## config.mk

```make
export PLATFORM = sky130hd
export DESIGN_NAME = fetch_frontend
export DESIGN_NICKNAME = d
export VERILOG_FILES = /design/src/source/fetch_pkg.sv /design/src/source/fetch_pc_gen.sv /design/src/source/fetch_btb.sv /design/src/source/fetch_mem_port.sv /design/src/source/fetch_queue.sv /design/src/source/fetch_frontend.sv
export SDC_FILE = /design/constraint.sdc
export NUM_CORES = 2
export LEC_CHECK = 0
export ABC_AREA = 1
export BUFFER_PORTS_ARGS = -buffer_cell sky130_fd_sc_hd__buf_4
export CORE_MARGIN = 2
export CORE_UTILIZATION = 50
export DETAILED_ROUTE_END_ITERATION = 10
export PLACE_DENSITY = 0.68
export SYNTH_ARGS = -nofsm -noshare
export SYNTH_HDL_FRONTEND = slang
export SYNTH_SLANG_ARGS = --single-unit
```

## constraint.sdc

```tcl
create_clock -name i_clk -period 28 [get_ports i_clk]
set_input_delay 5.6 -clock i_clk [delete_from_list [all_inputs] [get_ports i_clk]]
set_output_delay 5.6 -clock i_clk [all_outputs]
set_load 0.02 [all_outputs]
```

## src/source/fetch_pkg.sv

```systemverilog
/*
 * Fetch frontend package
 * Address and block widths, BTB and queue sizes, and the shared structs
 */

`default_nettype none

package fetch_pkg;

  // ======================================================================
  // Widths and sizes
  // ======================================================================
  localparam int unsigned VADDR_W     = 32;
  localparam int unsigned INST_W      = 32;
  localparam int unsigned BLOCK_INSTS = 4;
  localparam int unsigned BLOCK_W     = INST_W * BLOCK_INSTS;  // 128
  localparam int unsigned BLOCK_BYTES = 16;
  localparam int unsigned BLOCK_OFS_W = 4;

  localparam logic [VADDR_W-1:0] RESET_PC = 32'h0000_1000;

  localparam int unsigned BTB_ENTRIES = 16;
  localparam int unsigned BTB_IDX_W   = 4;
  localparam int unsigned BTB_TAG_W   = VADDR_W - BTB_IDX_W - BLOCK_OFS_W;

  localparam int unsigned FQ_DEPTH = 4;
  localparam int unsigned FQ_PTR_W = 2;  // Must cover FQ_DEPTH

  // ======================================================================
  // Shared types
  // ======================================================================
  typedef logic [VADDR_W-1:0] vaddr_t;
  typedef logic [BLOCK_W-1:0] block_t;

  typedef struct packed {
    logic   valid;
    vaddr_t target;
  } redirect_t;

  typedef struct packed {
    logic   valid;
    logic   taken;
    vaddr_t pc;
    vaddr_t target;
  } btb_update_t;

  typedef struct packed {
    logic   hit;
    vaddr_t target;
  } btb_pred_t;

  typedef struct packed {
    vaddr_t pc;
    block_t data;
    logic   pred_taken;
    vaddr_t pred_target;
  } fetch_block_t;

endpackage

`default_nettype wire

```

## src/source/fetch_pc_gen.sv

```systemverilog
/*
 * Fetch address generation (f0)
 * Holds the current fetch block address and picks the next one from
 * redirect, BTB prediction or the sequential block
 */

`timescale 1ns/1ps
`default_nettype none

module fetch_pc_gen (
  input  wire logic                  i_clk,
  input  wire logic                  i_reset_n,
  input  wire fetch_pkg::redirect_t  i_redirect,
  input  wire logic                  i_launch,
  input  wire fetch_pkg::btb_pred_t  i_pred,
  output fetch_pkg::vaddr_t          o_pc
);

  fetch_pkg::vaddr_t r_pc;
  fetch_pkg::vaddr_t w_pc_seq;
  fetch_pkg::vaddr_t w_pc_next;

  // Clear the offset bits below the block boundary
  function automatic fetch_pkg::vaddr_t align_block(input fetch_pkg::vaddr_t addr);
    fetch_pkg::vaddr_t mask;
    mask = fetch_pkg::vaddr_t'(fetch_pkg::BLOCK_BYTES - 1);
    return addr & ~mask;
  endfunction

  // ======================================================================
  // Next block address
  // ======================================================================
  assign w_pc_seq = r_pc + fetch_pkg::vaddr_t'(fetch_pkg::BLOCK_BYTES);

  always_comb begin
    if (i_redirect.valid) begin
      // Back end wins over everything
      w_pc_next = align_block(i_redirect.target);
    end else if (i_launch) begin
      if (i_pred.hit) begin
        w_pc_next = align_block(i_pred.target);  // Taken prediction
      end else begin
        w_pc_next = w_pc_seq;
      end
    end else begin
      w_pc_next = r_pc;  // No access started, hold
    end
  end

  // ======================================================================
  // Fetch PC register
  // ======================================================================
  always_ff @(posedge i_clk, negedge i_reset_n) begin
    if (!i_reset_n) begin
      r_pc <= fetch_pkg::RESET_PC;
    end else begin
      r_pc <= w_pc_next;
    end
  end

  assign o_pc = r_pc;

endmodule

`default_nettype wire

```

## src/source/fetch_btb.sv

```systemverilog
/*
 * Branch target buffer
 * Direct mapped, combinational lookup, trained by branch resolution
 */

`timescale 1ns/1ps
`default_nettype none

module fetch_btb (
  input  wire logic                    i_clk,
  input  wire logic                    i_reset_n,
  input  wire fetch_pkg::vaddr_t       i_lookup_pc,
  output fetch_pkg::btb_pred_t         o_pred,
  input  wire fetch_pkg::btb_update_t  i_update
);

  logic [fetch_pkg::BTB_ENTRIES-1:0] r_valid;
  logic [fetch_pkg::BTB_TAG_W-1:0]   r_tag    [fetch_pkg::BTB_ENTRIES];
  fetch_pkg::vaddr_t                 r_target [fetch_pkg::BTB_ENTRIES];

  logic [fetch_pkg::BTB_IDX_W-1:0] w_lk_idx;
  logic [fetch_pkg::BTB_TAG_W-1:0] w_lk_tag;
  logic [fetch_pkg::BTB_IDX_W-1:0] w_up_idx;
  logic [fetch_pkg::BTB_TAG_W-1:0] w_up_tag;
  logic                            w_up_hit;

  // ======================================================================
  // Lookup
  // ======================================================================
  assign w_lk_idx = i_lookup_pc[fetch_pkg::BLOCK_OFS_W +: fetch_pkg::BTB_IDX_W];
  assign w_lk_tag = i_lookup_pc[fetch_pkg::VADDR_W-1 -: fetch_pkg::BTB_TAG_W];

  assign o_pred.hit    = r_valid[w_lk_idx] && (r_tag[w_lk_idx] == w_lk_tag);
  assign o_pred.target = r_target[w_lk_idx];

  // ======================================================================
  // Update from branch resolution
  // ======================================================================
  assign w_up_idx = i_update.pc[fetch_pkg::BLOCK_OFS_W +: fetch_pkg::BTB_IDX_W];
  assign w_up_tag = i_update.pc[fetch_pkg::VADDR_W-1 -: fetch_pkg::BTB_TAG_W];
  assign w_up_hit = r_valid[w_up_idx] && (r_tag[w_up_idx] == w_up_tag);

  always_ff @(posedge i_clk, negedge i_reset_n) begin
    if (!i_reset_n) begin
      r_valid <= '0;
    end else if (i_update.valid) begin
      if (i_update.taken) begin
        r_valid[w_up_idx] <= 1'b1;
      end else if (w_up_hit) begin
        r_valid[w_up_idx] <= 1'b0;  // Only drop our own entry
      end
    end
  end

  // Tag and target only change on a taken update
  always_ff @(posedge i_clk) begin
    if (i_update.valid && i_update.taken) begin
      r_tag[w_up_idx]    <= w_up_tag;
      r_target[w_up_idx] <= i_update.target;
    end
  end

  // An entry cleared by a not-taken update stops hitting at once
  a_hit_valid: assert property (
    @(posedge i_clk) disable iff (!i_reset_n)
    (i_update.valid && !i_update.taken && w_up_hit) |=>
      !(o_pred.hit && (w_lk_idx == $past(w_up_idx)))
  ) else $error("fetch_btb: hit reported on an invalid entry");

endmodule

`default_nettype wire

```

## src/source/fetch_mem_port.sv

```systemverilog
/*
 * Instruction memory port (f1)
 * Four-phase req/ack master, one access at a time; builds the fetched
 * block and drops data made stale by a flush
 */

`timescale 1ns/1ps
`default_nettype none

module fetch_mem_port (
  input  wire logic                  i_clk,
  input  wire logic                  i_reset_n,
  input  wire fetch_pkg::vaddr_t     i_pc,
  input  wire fetch_pkg::btb_pred_t  i_pred,
  input  wire logic                  i_flush,
  input  wire logic                  i_q_full,
  output logic                       o_launch,
  output logic                       o_mem_req,
  output fetch_pkg::vaddr_t          o_mem_addr,
  input  wire logic                  i_mem_ack,
  input  wire fetch_pkg::block_t     i_mem_data,
  output logic                       o_push,
  output fetch_pkg::fetch_block_t    o_push_block
);

  typedef enum logic [1:0] {
    s_idle,
    s_req,      // req high, waiting for ack
    s_release,  // req low, waiting for ack to fall
    s_push
  } state_t;

  state_t               r_state;
  state_t               w_state_next;
  logic                 r_stale;
  fetch_pkg::vaddr_t    r_addr;
  fetch_pkg::btb_pred_t r_pred;
  fetch_pkg::block_t    r_data;

  // ======================================================================
  // Handshake FSM
  // ======================================================================
  assign o_launch = (r_state == s_idle) && !i_q_full && !i_flush;

  always_comb begin
    w_state_next = r_state;
    case (r_state)
      s_idle:    if (o_launch) w_state_next = s_req;
      s_req:     if (i_mem_ack) w_state_next = s_release;
      s_release: if (!i_mem_ack) w_state_next = s_push;
      s_push:    w_state_next = s_idle;
      default:   w_state_next = s_idle;
    endcase
  end

  always_ff @(posedge i_clk, negedge i_reset_n) begin
    if (!i_reset_n) begin
      r_state <= s_idle;
      r_stale <= 1'b0;
    end else begin
      r_state <= w_state_next;
      if (o_launch) begin
        r_stale <= 1'b0;
      end else if (i_flush && (r_state != s_idle)) begin
        r_stale <= 1'b1;  // Redirect hit an access in flight
      end
    end
  end

  // Address and prediction belong to the block launched
  always_ff @(posedge i_clk) begin
    if (o_launch) begin
      r_addr <= i_pc;
      r_pred <= i_pred;
    end
    if ((r_state == s_req) && i_mem_ack) begin
      r_data <= i_mem_data;
    end
  end

  assign o_mem_req  = (r_state == s_req);
  assign o_mem_addr = r_addr;

  // ======================================================================
  // Push towards the fetch queue
  // ======================================================================
  assign o_push = (r_state == s_push) && !r_stale && !i_flush;

  assign o_push_block.pc          = r_addr;
  assign o_push_block.data        = r_data;
  assign o_push_block.pred_taken  = r_pred.hit;
  assign o_push_block.pred_target = r_pred.target;

  // ======================================================================
  // Protocol checks
  // ======================================================================
  a_req_hold: assert property (
    @(posedge i_clk) disable iff (!i_reset_n)
    (o_mem_req && !i_mem_ack) |=> o_mem_req
  ) else $error("fetch_mem_port: req dropped before ack");

  a_addr_stable: assert property (
    @(posedge i_clk) disable iff (!i_reset_n)
    o_mem_req |=> (!o_mem_req || $stable(o_mem_addr))
  ) else $error("fetch_mem_port: address changed during request");

endmodule

`default_nettype wire

```

## src/source/fetch_queue.sv

```systemverilog
/*
 * Fetch queue (f2)
 * Circular FIFO of fetched blocks towards decode, cleared on redirect
 */

`timescale 1ns/1ps
`default_nettype none

module fetch_queue #(
  parameter type T_ENTRY = logic
) (
  input  wire logic    i_clk,
  input  wire logic    i_reset_n,
  input  wire logic    i_clear,
  input  wire logic    i_push,
  input  wire T_ENTRY  i_push_data,
  output logic         o_full,
  output logic         o_valid,
  output T_ENTRY       o_data,
  input  wire logic    i_ready
);

  T_ENTRY                      r_mem [fetch_pkg::FQ_DEPTH];
  logic [fetch_pkg::FQ_PTR_W-1:0] r_wr_ptr;
  logic [fetch_pkg::FQ_PTR_W-1:0] r_rd_ptr;
  logic [fetch_pkg::FQ_PTR_W:0]   r_count;
  logic                        w_pop;

  assign w_pop   = o_valid && i_ready;
  assign o_valid = (r_count != '0);
  assign o_full  = (r_count == (fetch_pkg::FQ_PTR_W + 1)'(fetch_pkg::FQ_DEPTH));
  assign o_data  = r_mem[r_rd_ptr];

  // Pointers wrap on their own since the depth is a power of two
  always_ff @(posedge i_clk, negedge i_reset_n) begin
    if (!i_reset_n) begin
      r_wr_ptr <= '0;
      r_rd_ptr <= '0;
      r_count  <= '0;
    end else if (i_clear) begin
      r_wr_ptr <= '0;
      r_rd_ptr <= '0;
      r_count  <= '0;
    end else begin
      if (i_push) r_wr_ptr <= r_wr_ptr + 1'b1;
      if (w_pop)  r_rd_ptr <= r_rd_ptr + 1'b1;
      case ({i_push, w_pop})
        2'b10:   r_count <= r_count + 1'b1;
        2'b01:   r_count <= r_count - 1'b1;
        default: r_count <= r_count;
      endcase
    end
  end

  always_ff @(posedge i_clk) begin
    if (i_push) begin
      r_mem[r_wr_ptr] <= i_push_data;
    end
  end

  // Producer must hold off while full
  a_no_overflow: assert property (
    @(posedge i_clk) disable iff (!i_reset_n)
    i_push |-> !o_full
  ) else $error("fetch_queue: push while full");

endmodule

`default_nettype wire

```

## src/source/fetch_frontend.sv

```systemverilog
/*
 * Instruction fetch frontend top
 * PC generation, BTB, memory port and fetch queue wired together
 */

`timescale 1ns/1ps
`default_nettype none

module fetch_frontend (
  input  wire logic                    i_clk,
  input  wire logic                    i_reset_n,
  input  wire fetch_pkg::redirect_t    i_redirect,
  input  wire fetch_pkg::btb_update_t  i_btb_update,
  output logic                         o_mem_req,
  output fetch_pkg::vaddr_t            o_mem_addr,
  input  wire logic                    i_mem_ack,
  input  wire fetch_pkg::block_t       i_mem_data,
  output logic                         o_fetch_valid,
  output fetch_pkg::fetch_block_t      o_fetch,
  input  wire logic                    i_fetch_ready
);

  fetch_pkg::vaddr_t       w_pc;
  fetch_pkg::btb_pred_t    w_pred;
  logic                    w_launch;
  logic                    w_push;
  fetch_pkg::fetch_block_t w_push_block;
  logic                    w_q_full;

  // ======================================================================
  // f0
  // ======================================================================
  fetch_pc_gen u_pc_gen (
    .i_clk      (i_clk),
    .i_reset_n  (i_reset_n),
    .i_redirect (i_redirect),
    .i_launch   (w_launch),
    .i_pred     (w_pred),
    .o_pc       (w_pc)
  );

  fetch_btb u_btb (
    .i_clk       (i_clk),
    .i_reset_n   (i_reset_n),
    .i_lookup_pc (w_pc),
    .o_pred      (w_pred),
    .i_update    (i_btb_update)
  );

  // ======================================================================
  // f1 and f2
  // ======================================================================
  fetch_mem_port u_mem_port (
    .i_clk        (i_clk),
    .i_reset_n    (i_reset_n),
    .i_pc         (w_pc),
    .i_pred       (w_pred),
    .i_flush      (i_redirect.valid),
    .i_q_full     (w_q_full),
    .o_launch     (w_launch),
    .o_mem_req    (o_mem_req),
    .o_mem_addr   (o_mem_addr),
    .i_mem_ack    (i_mem_ack),
    .i_mem_data   (i_mem_data),
    .o_push       (w_push),
    .o_push_block (w_push_block)
  );

  fetch_queue #(.T_ENTRY(fetch_pkg::fetch_block_t)) u_queue (
    .i_clk       (i_clk),
    .i_reset_n   (i_reset_n),
    .i_clear     (i_redirect.valid),
    .i_push      (w_push),
    .i_push_data (w_push_block),
    .o_full      (w_q_full),
    .o_valid     (o_fetch_valid),
    .o_data      (o_fetch),
    .i_ready     (i_fetch_ready)
  );

endmodule

`default_nettype wire

```

==> metrics <==
reg-to-reg startpoint=u_pc_gen.o_pc[5]; Peak Freq=a little over 100 MHz; internal reg-to-reg setup slack=21.91 ns; Commonest cells post-synth=1841 x edfxtp_1, 1021 x nand2_1, 959 x nor2_1, 766 x o21ai_0, 377 x inv_1; worst-margin pin slew=approximately 1.1 ns; setup violators final=0; Synth-to-Final Area Change=13.9%; post-route setup TNS=0 ns; r2r endpoint=u_pc_gen.o_pc[26]; post-synthesis adder-cell area fraction=0.00188; power per cell area=91.1 nW/µm²; CP max FO=approximately 120; maximum VDD drop=77.2 µV; CTS H-tree lvls=4; WS Path Type=flip-flop to output pin; Tcrit/Tclk final=0.348; post-synth top area cell=edfxtp_1; 1st-iter DRT viols=6067; r2r worst-path depth=17; height of the die=around 400 µm; synthesized cell area=77200 µm²; First-pass DRT Iterations=6; Yosys top cell area share=0.716; Yosys cell types=45; layout cell share with drive strength beyond 1=0.121; fillers=between 10k and 15k; nets=6918; most common cell in the netlist=edfxtp_1; Clock power frac=0.304; post-CTS resize count=0; maxcap violations=0; Post-synth top flop=edfxtp_1; launch point of the worst path=u_queue.r_rd_ptr[1]; DRC errors left=0; synth warn=0; sequential share of power=0.436; total congestion overflow=0; Die Area=roughly 160000 µm²; leakage=about 32 nW; combinational family with the most area after synthesis=simple AND/OR/NAND/NOR gates; Routed Antenna Nets=0; EDFF count, synth=1841; internal power=5.27 mW; global-route wire length before repair=315000 µm; vias in the first global route=a little under 50k; Min Clock Period, post-route=9.73 ns; via count=52.3k; CTS max path bufs=3; Syn Inst Count=6379; RSZ-0062 raised after global routing=no; Crit. End Element=output pin; clk root buf=clkbuf_16; Seq/Total Area, Yosys=0.734; Final Max Tran Viols=0; post-cts hold buffer count=0; Avg WL per Cell=24.6 µm; Die Wd=around 400 µm; #FFs+latches synth=1895; Crit path arrival time=4.13 ns; Clk pin slew, worst setup/hold paths=0.06 ns; dpl hpwl=123000 µm; crit path launch type=flip-flop; Comb power frac=0.261; Setup crit end=o_fetch[58]; Power, Total=8.01 mW; hold path start=u_btb.r_valid[15]; IO Pins=458; total CTS buffers=~190; Placer Congestion=roughly 0.92; largest net degree at the start of global routing=208; status=completed; Avg Cell Area, Syn=~12 µm²; Crit path required time=22.40 ns; CTS tree=built; NetSw=2.73 mW; Min-Delay Path Class=flip-flop to flip-flop; top cells by area, synth=edfxtp_1 72%, o21ai_0 5.0%, nand2_1 5.0%; Clock Sinks=1895; ys async rst share=0.0285; Compound-Gate Fraction of Synth Area=0.0993; number of port buffers=441; Starting Density=0.502; Synth Area in XOR/XNOR=0.00272; GRT Total Usage=0.270; final clock skew=0.0443 ns; switching fraction of total power=0.341; mux share of post-synthesis cell area=0; initial antenna violation count=22; Core Rows=around 140; Via-to-Cell Ratio=5.88; Rel. slew slack=0.275; Total Wirelength=218000 µm; Core ar.=154000 µm²; Hold Fails Final Rpt=0; setup bufs post-CTS=0; worst skew pair latency=0.84 ns; area share of and/or/nand/nor cells after synthesis=0.119
[final cells by class]
type | count | area [µm²] | share of cell area
tap | 2044 | 2560 | 0.0291
multi-input combinational | 3694 | 17300 | 0.197
timing repair buffer | 509 | 3870 | 0.0440
sequential | 1895 | 56700 | 0.644
clock inverter | 105 | 1030 | 0.0118
antenna | 13 | 32.5 | 0.000370
inverter | 387 | 1510 | 0.0172
clock buffer | 238 | 4930 | 0.0561
[layer usage]
layer,global-route usage,wire length (µm),vias to the layer above
li1,-,-,23270
met1,0.368,84700,25614
met2,0.421,100000,2846
met3,0.0646,24900,514
met4,0.108,8080,20
met5,0,133,-
[worst min path at each step]
stage / to / cells after the start
6_report: u_btb.r_valid[15] / 2
3_5_place_dp: u_btb.r_valid[15] / 2
3_3_place_gp: u_btb.r_valid[3] / 2
2_1_floorplan: u_btb.r_valid[15] / 2
4_1_cts: u_btb.r_valid[15] / 2
5_1_grt: u_queue.r_mem[3][155] / 0
[cell families after synthesis]
| kind of cell | count (synthesis) |
|---|---|
| compound gates | 1345 |
| xor+xnor | 24 |
| fa+ha+maj | 11 |
| buf+inv | 797 |
| flops | 1895 |
| other cells | 1 |
| simple gates | 2306 |
[state kept, by name, summed over array words and instances (netlist names), 3 cells and up]
| register | flops |
|---|---|
| u_mem_port.o_mem_addr | 28 |
| u_btb.r_tag | 384 |
| u_queue.r_mem | 756 |
| u_btb.r_target | 512 |
| u_pc_gen.o_pc | 28 |
| u_mem_port.o_push_block | 33 |
| u_btb.r_valid | 16 |
| u_mem_port.r_data | 128 |
| u_queue.r_count | 3 |
[placed cells by master (no fill, tap or decap), types with 4 or more instances in the layout]
cell type / netlist / routed
buf_12: 0 / 4
nand3_2: 11 / 11
clkinv_16: 0 / 8
a21oi_1: 16 / 16
xor2_1: 23 / 23
clkbuf_1: 252 / 48
a31oi_1: 9 / 9
clkinv_2: 0 / 43
buf_4: 59 / 505
nor3_1: 12 / 12
conb_1: 1 / 8
o221ai_1: 53 / 53
inv_1: 377 / 356
bufinv_16: 0 / 12
o22ai_1: 328 / 328
nor2_1: 959 / 950
nand4_1: 8 / 8
clkinv_1: 2 / 51
nand3_1: 274 / 274
ha_1: 10 / 10
dfrtp_4: 0 / 5
a22o_1: 8 / 8
clkbuf_16: 0 / 190
a22oi_1: 82 / 82
nand2_1: 1021 / 1021
o21ai_1: 53 / 53
inv_6: 0 / 8
diode_2: 0 / 13
edfxtp_1: 1841 / 1841
nor2_4: 2 / 13
o21bai_1: 8 / 8
inv_2: 7 / 6
dfrtp_1: 53 / 48
o211ai_1: 21 / 21
o21ai_0: 766 / 766
[critical path, stage by stage, from the launching register on]
cell,delay [ns]
dfrtp_4,0.74
inv_6,0.77
buf_4,0.81
o21ai_0,0.20
o22ai_1,0.38
buf_4,0.23
[power by group through the flow]
stage / sequential, mW / combinational, mW / clock [mW]
floorplan: 3.46 / 1.29 / 0
global placement: 3.54 / 2.02 / 0
detailed placement: 3.55 / 2.05 / 0
CTS: 3.49 / 2.06 / 2.47
global route: 3.50 / 2.24 / 2.57
finish: 3.49 / 2.09 / 2.43
[stage by stage]
| step | setup slack (ns) | hold WS (ns) | area, µm² | util | instances |
|---|---|---|---|---|---|
| after detailed placement | 18.34 | 0.459 | 81900 | 0.533 | 8529 |
| after CTS | 18.16 | 0.474 | 87900 | 0.572 | 8872 |
| after global routing | 18.11 | 0.496 | 87900 | 0.572 | 8880 |
| after global placement | 18.33 | 0.461 | 81900 | 0.533 | 8529 |
| final | 18.27 | 0.475 | 87900 | 0.572 | 8885 |
| after floorplan | 13.41 | 0.441 | 77200 | - | 6386 |
(Power assumes the default switching activity.)
